`src/design/sq_config.svh`:
```
`ifndef SQ_CONFIG_SVH
`define SQ_CONFIG_SVH

// Queue depth, at least 2
`define SQ_ENTRIES	8

// Physical register file size, sets the CDB tag width
`define PRF_SIZE	64

// Reorder buffer size, rob index carries one extra bit
`define ROB_SIZE	32

`endif

```
`src/design/sq_pkg.sv`:
```
`include "sq_config.svh"

package sq_pkg;

	localparam int ENTRIES	= `SQ_ENTRIES;
	localparam int SQ_IDX_W	= $clog2(ENTRIES);
	localparam int TAG_W	= $clog2(`PRF_SIZE);
	localparam int ROB_W	= $clog2(`ROB_SIZE) + 1;

	// One operand word, a finished value or a pending register tag
	typedef union packed {
		logic	[63:0]				value;
		struct packed {
			logic	[63-TAG_W:0]	pad;
			logic	[TAG_W-1:0]		tag;
		} tag_view;
	} sq_operand_u;

	typedef struct packed {
		logic					valid;
		logic	[ROB_W-1:0]		rob_idx;
		logic	[63:0]			imm;
		sq_operand_u			base;
		logic					base_ready;
		sq_operand_u			data;
		logic					data_ready;
	} sq_dispatch_t;

	typedef struct packed {
		logic					valid;
		logic	[TAG_W-1:0]		tag;
		logic	[63:0]			value;
	} sq_cdb_t;

	typedef struct packed {
		logic					busy;
		logic					ready;		// Busy with both operands known
		logic	[ROB_W-1:0]		rob_idx;
		logic	[63:0]			imm;
		logic	[63:0]			base;
		logic	[63:0]			data;
	} sq_entry_view_t;

	typedef struct packed {
		logic	[63:0]			addr;
		logic	[63:0]			data;
		logic	[ROB_W-1:0]		rob_idx;
	} sq_mem_req_t;

endpackage

```
`src/design/sq_entry.sv`:
```
`timescale 1ns/100ps

module sq_entry import sq_pkg::*; (
	input							clock,
	input							reset,
	input							flush,
	input							write,
	input	sq_dispatch_t			write_payload,
	input							free,
	input	sq_cdb_t				cdb [2],
	output	sq_entry_view_t			view
);

	logic					busy, next_busy;
	logic					base_ready, next_base_ready;
	logic					data_ready, next_data_ready;
	logic	[ROB_W-1:0]		rob_idx, next_rob_idx;
	logic	[63:0]			imm, next_imm;
	sq_operand_u			base, next_base;
	sq_operand_u			data, next_data;

	always_ff @(posedge clock) begin
		if (reset) begin
			busy		<= 1'b0;
			base_ready	<= 1'b0;
			data_ready	<= 1'b0;
		end else begin
			busy		<= next_busy;
			base_ready	<= next_base_ready;
			data_ready	<= next_data_ready;
		end
	end

	always_ff @(posedge clock) begin
		rob_idx	<= next_rob_idx;
		imm		<= next_imm;
		base	<= next_base;
		data	<= next_data;
	end

	always_comb begin
		next_busy		= busy;
		next_base_ready	= base_ready;
		next_data_ready	= data_ready;
		next_rob_idx	= rob_idx;
		next_imm		= imm;
		next_base		= base;
		next_data		= data;
		if (flush) begin
			next_busy		= 1'b0;
			next_base_ready	= 1'b0;
			next_data_ready	= 1'b0;
		end else if (free) begin
			next_busy		= 1'b0;		// Memory took the write
			next_base_ready	= 1'b0;
			next_data_ready	= 1'b0;
		end else if (write) begin
			next_busy		= 1'b1;
			next_rob_idx	= write_payload.rob_idx;
			next_imm		= write_payload.imm;
			next_base		= write_payload.base;
			next_base_ready	= write_payload.base_ready;
			next_data		= write_payload.data;
			next_data_ready	= write_payload.data_ready;
		end else if (busy) begin
			// Later bus overrides, so CDB 1 wins on a shared tag
			for (int c = 0; c < 2; c++) begin
				if (cdb[c].valid && !base_ready && cdb[c].tag == base.tag_view.tag) begin
					next_base.value	= cdb[c].value;
					next_base_ready	= 1'b1;
				end
				if (cdb[c].valid && !data_ready && cdb[c].tag == data.tag_view.tag) begin
					next_data.value	= cdb[c].value;
					next_data_ready	= 1'b1;
				end
			end
		end
	end

	// Operand words are only meaningful as values once ready
	assign view.busy	= busy;
	assign view.ready	= busy && base_ready && data_ready;
	assign view.rob_idx	= rob_idx;
	assign view.imm		= imm;
	assign view.base	= base.value;
	assign view.data	= data.value;

endmodule

```
`config.mk`:
```
export PLATFORM = sky130hd
export DESIGN_NAME = sq_entry
export DESIGN_NICKNAME = d
export VERILOG_FILES = /design/src/design/sq_pkg.sv /design/src/design/sq_entry.sv
export VERILOG_INCLUDE_DIRS = /design/src /design/src/design
export SDC_FILE = /design/constraint.sdc
export NUM_CORES = 1
export LEC_CHECK = 0
export BUFFER_PORTS_ARGS = -buffer_cell sky130_fd_sc_hd__buf_2
export CORE_AREA = 2 2 213 215
export DETAILED_ROUTE_END_ITERATION = 7
export DIE_AREA = 0 0 215 217
export SYNTH_ARGS = -nofsm -noshare
export SYNTH_HDL_FRONTEND = slang
export SYNTH_SLANG_ARGS = --single-unit
```
`constraint.sdc`:
```
create_clock -name clock -period 18.81 [get_ports clock]
set_input_delay 1.881 -clock clock [delete_from_list [all_inputs] [get_ports clock]]
set_output_delay 1.881 -clock clock [all_outputs]
set_load 0.1 [all_outputs]
```
* Word-level counts from Yosys, hierarchy flattened
Index checks and enable logic that the tools add are counted.
** Cells by class
- Bitwise gates (word level) :: 2
- Eq/ne operators :: 4
- Muxes and demuxes :: 16
- Reductions and logical operators :: 21
** Operator list (count)
- 64-bit 2-to-1 mux :: 8
- 6-bit equality test :: 4
- 1-bit logical AND :: 10
- 1-bit 2-to-1 mux :: 8
- 4-bit AND reduction :: 2
- 3-bit nonzero test :: 2
- 2-bit AND reduction :: 2
- 3-bit AND reduction :: 1
- 3-bit OR reduction :: 1
- 1-bit zero test :: 2
- 1-bit NOT :: 2
- 2-bit nonzero test :: 1
** Word-level totals
- Word-level logic and storage cells :: 50
- Input bits :: 348
- Flip-flop bits (word level) :: 201
- Output and inout bits :: 200

* Logic depth before layout (Yosys ltp)
Gate-level depths: netlist of run 1.
- Depth after elaboration :: 7
- Depth in mapped cells :: 7
- Depth with buffers taken out :: 5

* Least setup slack after synthesis of run 1
No wires, ideal clock.
- Path type :: input port to flip-flop
- Start point :: in cdb[66] (netlist bit)
- End point :: reg base[0] (netlist bit), enable pin
- Data required time :: 18.228 ns
- Buffers on the path :: 1
- Setup time :: 0.582 ns
- Cell stages on the path :: 6
- Arrival time :: 7.576 ns
- Setup slack :: 10.652 ns
- Cells stage by stage :: xor2_1 nor4_1 nand4_1 buf_2 a21bo_1 a211oi_1
** Between the ends
- Word-level cells in the longest chain between the ends :: 4
** Ends and longest elaborated chain
- from (decl) :: RTL line sq_entry.sv:10 : input sq_cdb_t cdb [2],
- 6-bit equality test :: RTL line sq_entry.sv:68 : if (cdb[c].valid && !base_ready && cdb[c].tag == base.tag_view.tag) begin
- 1-bit logical AND :: RTL line sq_entry.sv:68
- 3-bit nonzero test (no source line)
- 4-bit AND reduction (no source line)
- to (signal assigned) :: RTL line sq_entry.sv:37 : base <= next_base;
- to (decl) :: RTL line sq_entry.sv:19 : sq_operand_u base, next_base;
Every way passes these cells.
A chain may end at the register's enable or synchronous reset.

* Worst setup path after layout of run 1
- Start point :: in cdb[69] (netlist bit)
- End point :: reg data[59] (netlist bit), data pin
** Between the ends
- Word-level cells in the longest chain between the ends :: 5
** Ends and longest elaborated chain
- 6-bit equality test :: RTL line sq_entry.sv:72 : if (cdb[c].valid && !data_ready && cdb[c].tag == data.tag_view.tag) begin
- 1-bit logical AND :: RTL line sq_entry.sv:72
- 64-bit 2-to-1 mux :: RTL line sq_entry.sv:72
- 64-bit 2-to-1 mux :: RTL line sq_entry.sv:65 : end else if (busy) begin
- 64-bit 2-to-1 mux :: RTL line sq_entry.sv:57 : end else if (write) begin
- to (signal assigned) :: RTL line sq_entry.sv:38 : data <= next_data;
- to (decl) :: RTL line sq_entry.sv:20 : sq_operand_u data, next_data;
Every way passes these cells. The select of a mux whose other input is x is not followed.

==> flow_summary.toml, run 1 <==
[timing]
tightest_slew_ns = 0.938
fin_skew_ns = 0.0228
timing.fmax_mhz = 251
period_minus_slack_ns = 3.99
setup-tns-final_ns = 0
max_slew_margin = 0.375
finalSetupViolCount = 0
finalMaxSlewViolations = 0
fin_crit_sh = 0.212
hold_violations = 0
rsz0062_at_grt = "false"

[hold_path]
holdCritStartpoint = "busy"
whs_endpoint = "busy"
hp-class = "flop to flop"
hold_depth = 1

[global_routing]
grt_pass1_vias = 7462
grt_max_degree = 105
grt_pass1_wl_um = 46300
grt_usage = 0.133
antenna_found_initial = 8
gr-total-overflow = 0

[worst_setup_path]
setup.worst_path.class = "input port to flop"
r2r_cells = 7
timing.reg2reg.setup_slack_ns = 15.77
worst_setup_path_end_kind = "flop"
critPathRequiredTime_ns = 19.07
r2r-start = "data[0]"
critPathArrivalTime_ns = 4.25
cp-start-kind = "input port"
cpPeakStageDelay_ns = 0.66
r2r_end = "data[59]"
crit_top_cell = "buf_4"
cp_slowest_cell = "buf_4"
worstPathMaxFanout = 38
cp_cell_sequence = "buf_2 > xor2_1 > nor3_1 > nand4_1 > buf_4 > buf_4 > mux2i_1 > o21ai_1"

[final_layout]
drive_above_1_share = 0.481
utilization = 0.294
final_area_mm2 = 0.0132
final_common_cell = "buf_2"
layout.area.seq_mm2 = 0.00601
multi_input_area_mm2 = 0.00280
fin_cells = 1838
final_cell_mix = "buf_2, edfxtp_1, mux2i_1, nand2_1, o21ai_1"
area_growth_pct = 46.3
final_nets = 1566
fillers = 4694

[flow_run]
max_cap_violations = 0

[floorplanning]
core_area_mm2 = 0.0447
pin_count = 548
start_util = 0.201
die-area_mm2 = 0.0467
die_w_um = 215
row_count = 78
die_y_um = 217

[clock_network]
cts_tree = "done"
clk_pin_slew_ns = 0.06
clk_latency_ns = 0.55
cts.sinks = 201
clock_path_buffers = 3
htree_num_levels = 1
ctsHoldBuffers = 0
cts_buffers = 23
clockRootBuffer = "clkbuf_16"
cts_resized = 0
post-cts-setup-buffers = 0

[route]
dr.pass1.iters = 5
viasPerCell = 4.11
initialDrtViolationCount = 517
drcViolationCount = 0
wl_per_cell_um = 17.8
antenna_left = 0
vias = 7546
totalWireLength_um = 32800

[yosys]
yosysUniqueCellTypes = 24
netlist.area_leader.share = 0.661
netlist_instances = 680
syn_nets = 1028
syn_area_mm2 = 0.00900
synth_top_cell_by_area = "edfxtp_1"
syn_area_per_cell_um2 = 13.2
synth-seq-cells = 201
synth_warnings = 0
yosysSeqAreaShare = 0.668
synth.area.top_cells = "edfxtp_1, mux2i_1, o21ai_1, nand2_1, xor2_1"

[place]
place_area_mm2 = 0.0124
dp_cells = 1793
gp_congestion = 0.890
hpwl_um = 25700
io_buffers = 546

[power_and_ir_drop]
p_per_area_mw_per_mm2 = 91.1
power.leakage_nw = 6.32
ir_worst_vdd_uv = 52.9

[outcome]
outcome = "completed"
==> cell type report <==
class | instances | share of cell area
Clock buffer | 31 | 0.0475
Inverter | 1 | 0.000285
Antenna cell | 3 | 0.000570
Clock inverter | 11 | 0.0108
Sequential cell | 201 | 0.456
Timing Repair Buffer | 557 | 0.214
Tap cell | 600 | 0.0570
Multi-Input combinational cell | 434 | 0.213
==> stage by stage <==
stage / hold slack (ns) / worst slack, ns / total power, mW
global placement: 0.533 / 14.27 / 0.745
finish: 0.562 / 14.82 / 1.20
floorplan: 0.490 / 10.65 / 0.679
global route: 0.600 / 14.62 / 1.24
CTS: 0.563 / 14.84 / 1.22
detailed placement: 0.549 / 14.25 / 0.748
==> Yosys cell counts <==
library cell and instances:
edfxtp_1 198, mux2i_1 128, nand2_1 128, o21ai_1 114, clkbuf_1 26, o21ai_0 16
xor2_1 15, buf_4 11, xnor2_1 9, buf_2 6, nor3_1 5, nand4_1 4
dfxtp_1 3, nor3b_1 3, a211oi_1 2, a21bo_1 2, a21oi_1 2, nor2_1 2
and3_1 1, buf_1 1, inv_1 1, nand2b_1 1, nor4_1 1, o21a_1 1
==> state kept, by name (all words and copies together), names as in the netlist <==
| register | count |
|---|---|
| busy | 1 |
| base | 64 |
| rob_idx | 6 |
| data_ready | 1 |
| imm | 64 |
| base_ready | 1 |
| data | 64 |
==> power breakdown <==
group	switching [mW]	total, mW	internal, mW
Combinational	0.165	0.219	0.0538
Sequential	0.00488	0.518	0.513
Clock	0.187	0.463	0.275
==> layer usage <==
| layer | vias to the layer above | routed length [um] | track usage |
|---|---|---|---|
| met1 | 3510 | 12100 | 0.147 |
| met5 | - | 11 | 0 |
| met4 | 2 | 1240 | 0.0510 |
| met2 | 385 | 16500 | 0.236 |
| li1 | 3588 | - | - |
| met3 | 61 | 2950 | 0.0429 |
==> worst max-delay path by stage <==
stage | end | slack [ns] | start | cells after the start
after floorplan | base[0] | 10.65 | cdb[66] | 6
after global placement | data[59] | 14.27 | cdb[69] | 8
after global routing | data[9] | 14.62 | write | 4
after CTS | data[59] | 14.84 | cdb[69] | 8
final | data[59] | 14.82 | cdb[69] | 8
after detailed placement | data[59] | 14.25 | cdb[69] | 8
==> critical path: cells and delay by family <==
family          cells  cell delay (ns)
simple gates        2             0.24
mux                 1             0.50
buf+inv             3             1.27
xor+xnor            1             0.15
compound gates      1             0.09
==> cells by family (layout without fill, tap and decap cells) <==
group	count (synthesis)	in the layout	share of synthesized area
flip-flops	201	201	0.668
AO/OA/AOI/OAI	137	137	0.0782
multiplexers	128	128	0.142
other	0	3	0
XOR/XNOR	24	24	0.0234
buffers and inverters	45	600	0.0242
AND/OR/NAND/NOR	145	145	0.0644
Power figures use the tool's default switching activity.
==> run 2, diff against run 1 <==
--- a/config.mk
+++ b/config.mk
@@ -7,9 +7,9 @@
 export NUM_CORES = 1
 export LEC_CHECK = 0
 export BUFFER_PORTS_ARGS = -buffer_cell sky130_fd_sc_hd__buf_2
-export CORE_AREA = 2 2 213 215
+export CORE_AREA = 2 2 214 216
 export DETAILED_ROUTE_END_ITERATION = 7
-export DIE_AREA = 0 0 215 217
+export DIE_AREA = 0 0 216 218
 export SYNTH_ARGS = -nofsm -noshare
 export SYNTH_HDL_FRONTEND = slang
 export SYNTH_SLANG_ARGS = --single-unit
==> constraint.sdc (replaced) <==
create_clock -name clock -period 3.35 [get_ports clock]
set_input_delay 0.335 -clock clock [delete_from_list [all_inputs] [get_ports clock]]
set_output_delay 0.335 -clock clock [all_outputs]
set_load 0.1 [all_outputs]
==> run 2 against run 1 <==
Compared with the run above:
- worst hold slack worse by 0.52 ns
- first-iteration DRC count down 17%
- via count up 2.6%
- total power rose to 5.5 times the previous value
- die area up 0.93%
- cell count up 3.0%
- critical endpoint is now data[33]
==> flow_summary.toml, run 2 (synthesis gave the netlist of run 1 again) <==
[floorplanning]
die_w_um = 216
die_y_um = 218
row_count = 78
die-area_mm2 = 0.0471
pin_count = 548
core_area_mm2 = 0.0449
start_util = 0.200

[timing]
tightest_slew_ns = 0.909
hold_violations = 0
finalMaxSlewViolations = 0
timing.fmax_mhz = 388
fin_crit_sh = 0.769
max_slew_margin = 0.394
layout_setup_ws_ns = 0.774
period_minus_slack_ns = 2.58
rsz0062_at_grt = "false"
fin_skew_ns = 0.0111
finalSetupViolCount = 0

[power_and_ir_drop]
swShare = 0.302
ir_worst_vdd_uv = 344
seq_power_share = 0.438
p_per_area_mw_per_mm2 = 484
p_comb_frac = 0.195
internal_power_mw = 4.64
power_frac_clock = 0.367
switchingPower_mw = 2.01
power.leakage_nw = 6.54

[place]
hpwl_um = 25800
io_buffers = 546
place_ws_ns = 0.759
gp_congestion = 0.922

[global_routing]
grt_max_degree = 149
antenna_found_initial = 5
grt_pass1_wl_um = 47500
grt_usage = 0.135
grt_pass1_vias = 7857
gr-total-overflow = 0

[clock_network]
clockRootBuffer = "clkbuf_16"
htree_num_levels = 1
cts_buffers = 23
clk_latency_ns = 0.52
cts_resized = 0
clk_pin_slew_ns = 0.06
clock_path_buffers = 3
cts.sinks = 201
cts_tree = "done"

[final_layout]
final_nets = 1623
final_common_cell = "buf_2"
utilization = 0.306
drive_above_1_share = 0.458
area_growth_pct = 52.7
final_cell_mix = "buf_2, edfxtp_1, mux2i_1, nand2_1, o21ai_1"
largest_registers = "base: 64 flops, data: 64 flops, imm: 64 flops"

[worst_setup_path]
setup.worst_path.class = "flop to flop"
cp-start-kind = "flop"
worst_setup_path_end_kind = "flop"
critPathRequiredTime_ns = 3.50
critPathArrivalTime_ns = 2.73
worstPathMaxFanout = 36

[route]
antenna_left = 0
initialDrtViolationCount = 427
dr.pass1.iters = 4
drcViolationCount = 0
vias = 7742
viasPerCell = 4.09
wl_per_cell_um = 17.9
totalWireLength_um = 33900

[hold_path]
hp-class = "input port to flop"

[flow_run]
max_cap_violations = 0

[outcome]
outcome = "completed"
## run 2: cell types whose count changed in the layout (fill, tap and decap cells not counted), moves of 2 or more
cell           change
buf_12             +4
dlygate4sd3_1     +59
buf_4              -6
clkbuf_8           -2
clkinvlp_4         +4
clkbuf_1           -3
## run 2: stage by stage
stage          cells  cell area, um2  power [mW]  hold slack (ns)  TNS (ns)
3_3_place_gp    1791           12400        4.20            0.512         0
4_1_cts         1889           13700        6.72           0.0109         0
6_report        1893           13700        6.65           0.0425         0
5_1_grt         1891           13700        6.88          0.00857         0
3_5_place_dp    1791           12400        4.21            0.514         0
2_1_floorplan    680            9050        3.81            0.434    -83.64
## run 2: worst paths after layout
kind | start | cells after the start | to | slack [ns]
max reg2reg | data[0] | 6 | data[33] | 0.77
min | write_payload[176] | 1 | imm[46] | 0.04
max | data[0] | 6 | data[33] | 0.77
min reg2reg | base_ready | 2 | base_ready | 0.57
## run 2: power groups by stage
stage	clock network [mW]	logic, mW	registers (mW)
after detailed placement	0	1.25	2.97
after CTS	2.50	1.31	2.91
after floorplan	0	0.233	3.57
final	2.44	1.30	2.91
after global routing	2.59	1.37	2.92
after global placement	0	1.23	2.96
## run 2: final cells by class
class                      instances  area (um2)
clock inverter                    13         121
inverter                           1        3.75
clock buffer                      26         587
fill                            4625       31200
antenna                            4        10.0
tap                              600         751
multi-input combinational        434        2810
timing repair buffer             614        3450
sequential                       201        6010
## run 2: timing repair
item | in CTS | in global routing
endpoints found under the setup margin | 0 | 0
hold buffers | 59 | 0
setup buffers | 0 | 0
hold endpoints to repair | 59 | 0
## run 2: worst max-delay path, stage by stage, from the launching register on
cell,delay [ns]
edfxtp_1,0.44
xor2_1,0.19
nor3b_1,0.24
nand4_1,0.23
a21bo_1,0.29
a211oi_4,0.26
buf_4,0.48
## run 2: layer usage
metal	vias to the layer above	GRT usage	wire, um
li1	3704	-	-
met1	3586	0.146	12700
met2	393	0.248	17200
met3	59	0.0333	2620
met4	0	0.0600	1340
met5	-	0	0
==> run 3, diff against run 2 <==
--- a/config.mk
+++ b/config.mk
@@ -7,9 +7,9 @@
 export NUM_CORES = 1
 export LEC_CHECK = 0
 export BUFFER_PORTS_ARGS = -buffer_cell sky130_fd_sc_hd__buf_2
-export CORE_AREA = 2 2 214 216
+export CORE_AREA = 2 2 213 215
 export DETAILED_ROUTE_END_ITERATION = 7
-export DIE_AREA = 0 0 216 218
+export DIE_AREA = 0 0 215 217
 export SYNTH_ARGS = -nofsm -noshare
 export SYNTH_HDL_FRONTEND = slang
 export SYNTH_SLANG_ARGS = --single-unit
==> constraint.sdc (replaced) <==
create_clock -name clock -period 2.4 [get_ports clock]
set_input_delay 0.24 -clock clock [delete_from_list [all_inputs] [get_ports clock]]
set_output_delay 0.24 -clock clock [all_outputs]
set_load 0.1 [all_outputs]
==> run 3 against run 2 <==
Compared with the run above:
- cell area up 8.5%
- global-route usage grew 0.90 points
- die area decreased by 0.92%
- sequential power is 40% higher
- clock skew fell by 0.0036 ns
- sequential share of layout area fell by 3.4 points
- non-clock buffer count up 111
- register-to-register slack got worse by 0.66 ns
- worst hold slack worse by 0.014 ns
- via count grew 6.9%
- wire length rose by 5.9%
- highest routed layer is now met5
==> flow_summary.toml, run 3 (synthesis gave the netlist of run 1 again) <==
[timing]
tightest_slew_ns = 0.779
setup-tns-final_ns = 0
fin_skew_ns = 0.00752
finalSetupViolCount = 0
period_minus_slack_ns = 2.29
max_slew_margin = 0.481
rsz0062_at_grt = "false"
finalMaxSlewViolations = 0
layout_setup_ws_ns = 0.110
hold_violations = 0
timing.fmax_mhz = 437
fin_crit_sh = 0.954

[flow_run]
max_cap_violations = 0

[worst_setup_path]
cp-start-kind = "flop"
crit_start = "base[1]"
setup.worst_path.class = "flop to flop"
critPathRequiredTime_ns = 2.60
worstPathMaxFanout = 31
critPathArrivalTime_ns = 2.49
r2r-start = "base[1]"
worst_setup_path_end_kind = "flop"

[final_layout]
final_common_cell = "buf_2"
final_nets = 1734
largest_registers = "base: 64 flops, data: 64 flops, imm: 64 flops"
area_growth_pct = 65.7
fin_cells = 2002
final_cell_mix = "buf_2, edfxtp_1, dlygate4sd3_1, mux2i_1, nand2_1"
utilization = 0.334
fillers = 4555
drive_above_1_share = 0.430

[global_routing]
grt_usage = 0.144
gr-total-overflow = 0
grt_pass1_wl_um = 51200
grt_pass1_vias = 8777
antenna_found_initial = 5
grt_max_degree = 153

[power_and_ir_drop]
ir_worst_vdd_uv = 419
p_per_area_mw_per_mm2 = 631
power.leakage_nw = 7.04

[place]
hpwl_um = 26000
io_buffers = 546
dp_cells = 1795
gp_congestion = 0.848
place_ws_ns = 0.0267

[route]
totalWireLength_um = 35900
drcViolationCount = 0
antenna_left = 0
dr.pass1.iters = 4
wl_per_cell_um = 17.9
viasPerCell = 4.14
wl_met1_um = 13300
met2_length_um = 18300
dr_wl_met3_um = 3050
highest_layer = "met5"
vias = 8279
initialDrtViolationCount = 399

[floorplanning]
pin_count = 548
die_w_um = 215
start_util = 0.201
row_count = 78
core_area_mm2 = 0.0447
die-area_mm2 = 0.0467
die_y_um = 217

[clock_network]
cts.sinks = 201
htree_num_levels = 1
clk_pin_slew_ns = 0.06
clockRootBuffer = "clkbuf_16"
cts_buffers = 23
cts_tree = "done"
clock_path_buffers = 3
clk_latency_ns = 0.52

[hold_path]
hp-class = "input port to flop"
holdCritStartpoint = "write_payload[107]"

[outcome]
outcome = "completed"
==> run 3: cell types whose count changed in the layout (fill, tap and decap cells not counted), sizes merged <==
cell / before / now
dlygate4sd3: 59 / 160
buf: 555 / 562
clkbuf: 26 / 29
clkinv: 7 / 9
clkinvlp: 4 / 2
diode: 4 / 3
inv: 1 / 0
==> run 3: metrics by stage <==
stage	total power [mW]	hold WS, ns	area, um2
after floorplan	5.32	0.339	9070
after global placement	5.86	0.418	12500
after detailed placement	5.89	0.418	12500
after CTS	9.50	0.000581	14800
after global routing	9.77	0.0202	14900
final	9.41	0.0281	14900
==> run 3: worst paths after layout <==
kind / to / slack (ns) / cells after the start
max: base[32] / 0.11 / 7
min: base[41] / 0.03 / 3
max reg2reg: base[32] / 0.11 / 7
min reg2reg: data_ready / 0.59 / 2
==> run 3: report_power, final <==
group	internal (mW)	switching, mW
Clock	1.95	1.42
Sequential	4.02	0.0421
Combinational	0.616	1.35
Total	6.59	2.82
==> run 3: critical path, stage by stage, from the launching register on <==
cell and delay (ns):
edfxtp_1 0.43, xor2_1 0.17, nor4_1 0.27, nand4_1 0.18
a21bo_1 0.27, a211oi_4 0.22, buf_4 0.18, buf_16 0.20
==> run 3: layout make-up <==
type / instances / area (um2) / share of cell area
Antenna cell: 3 / 7.51 / 0.000504
Clock buffer: 26 / 587 / 0.0394
Clock inverter: 12 / 108 / 0.00722
Inverter: 1 / 7.51 / 0.000504
Multi-Input combinational cell: 434 / 2820 / 0.189
Sequential cell: 201 / 6010 / 0.403
Tap cell: 600 / 751 / 0.0504
Timing Repair Buffer: 725 / 4630 / 0.310
==> run 3: per-layer routing <==
layer	GRT usage	vias to the layer above
li1	-	3920
met1	0.153	3897
met2	0.263	393
met3	0.0447	65
met4	0.0598	4
met5	0	-
==> run 3: repair_timing <==
item,in CTS,in global routing
endpoints found under the hold margin,159,0
setup endpoints to repair,0,109
hold buffers,160,0
buffers inserted,0,4
resized for setup,0,3
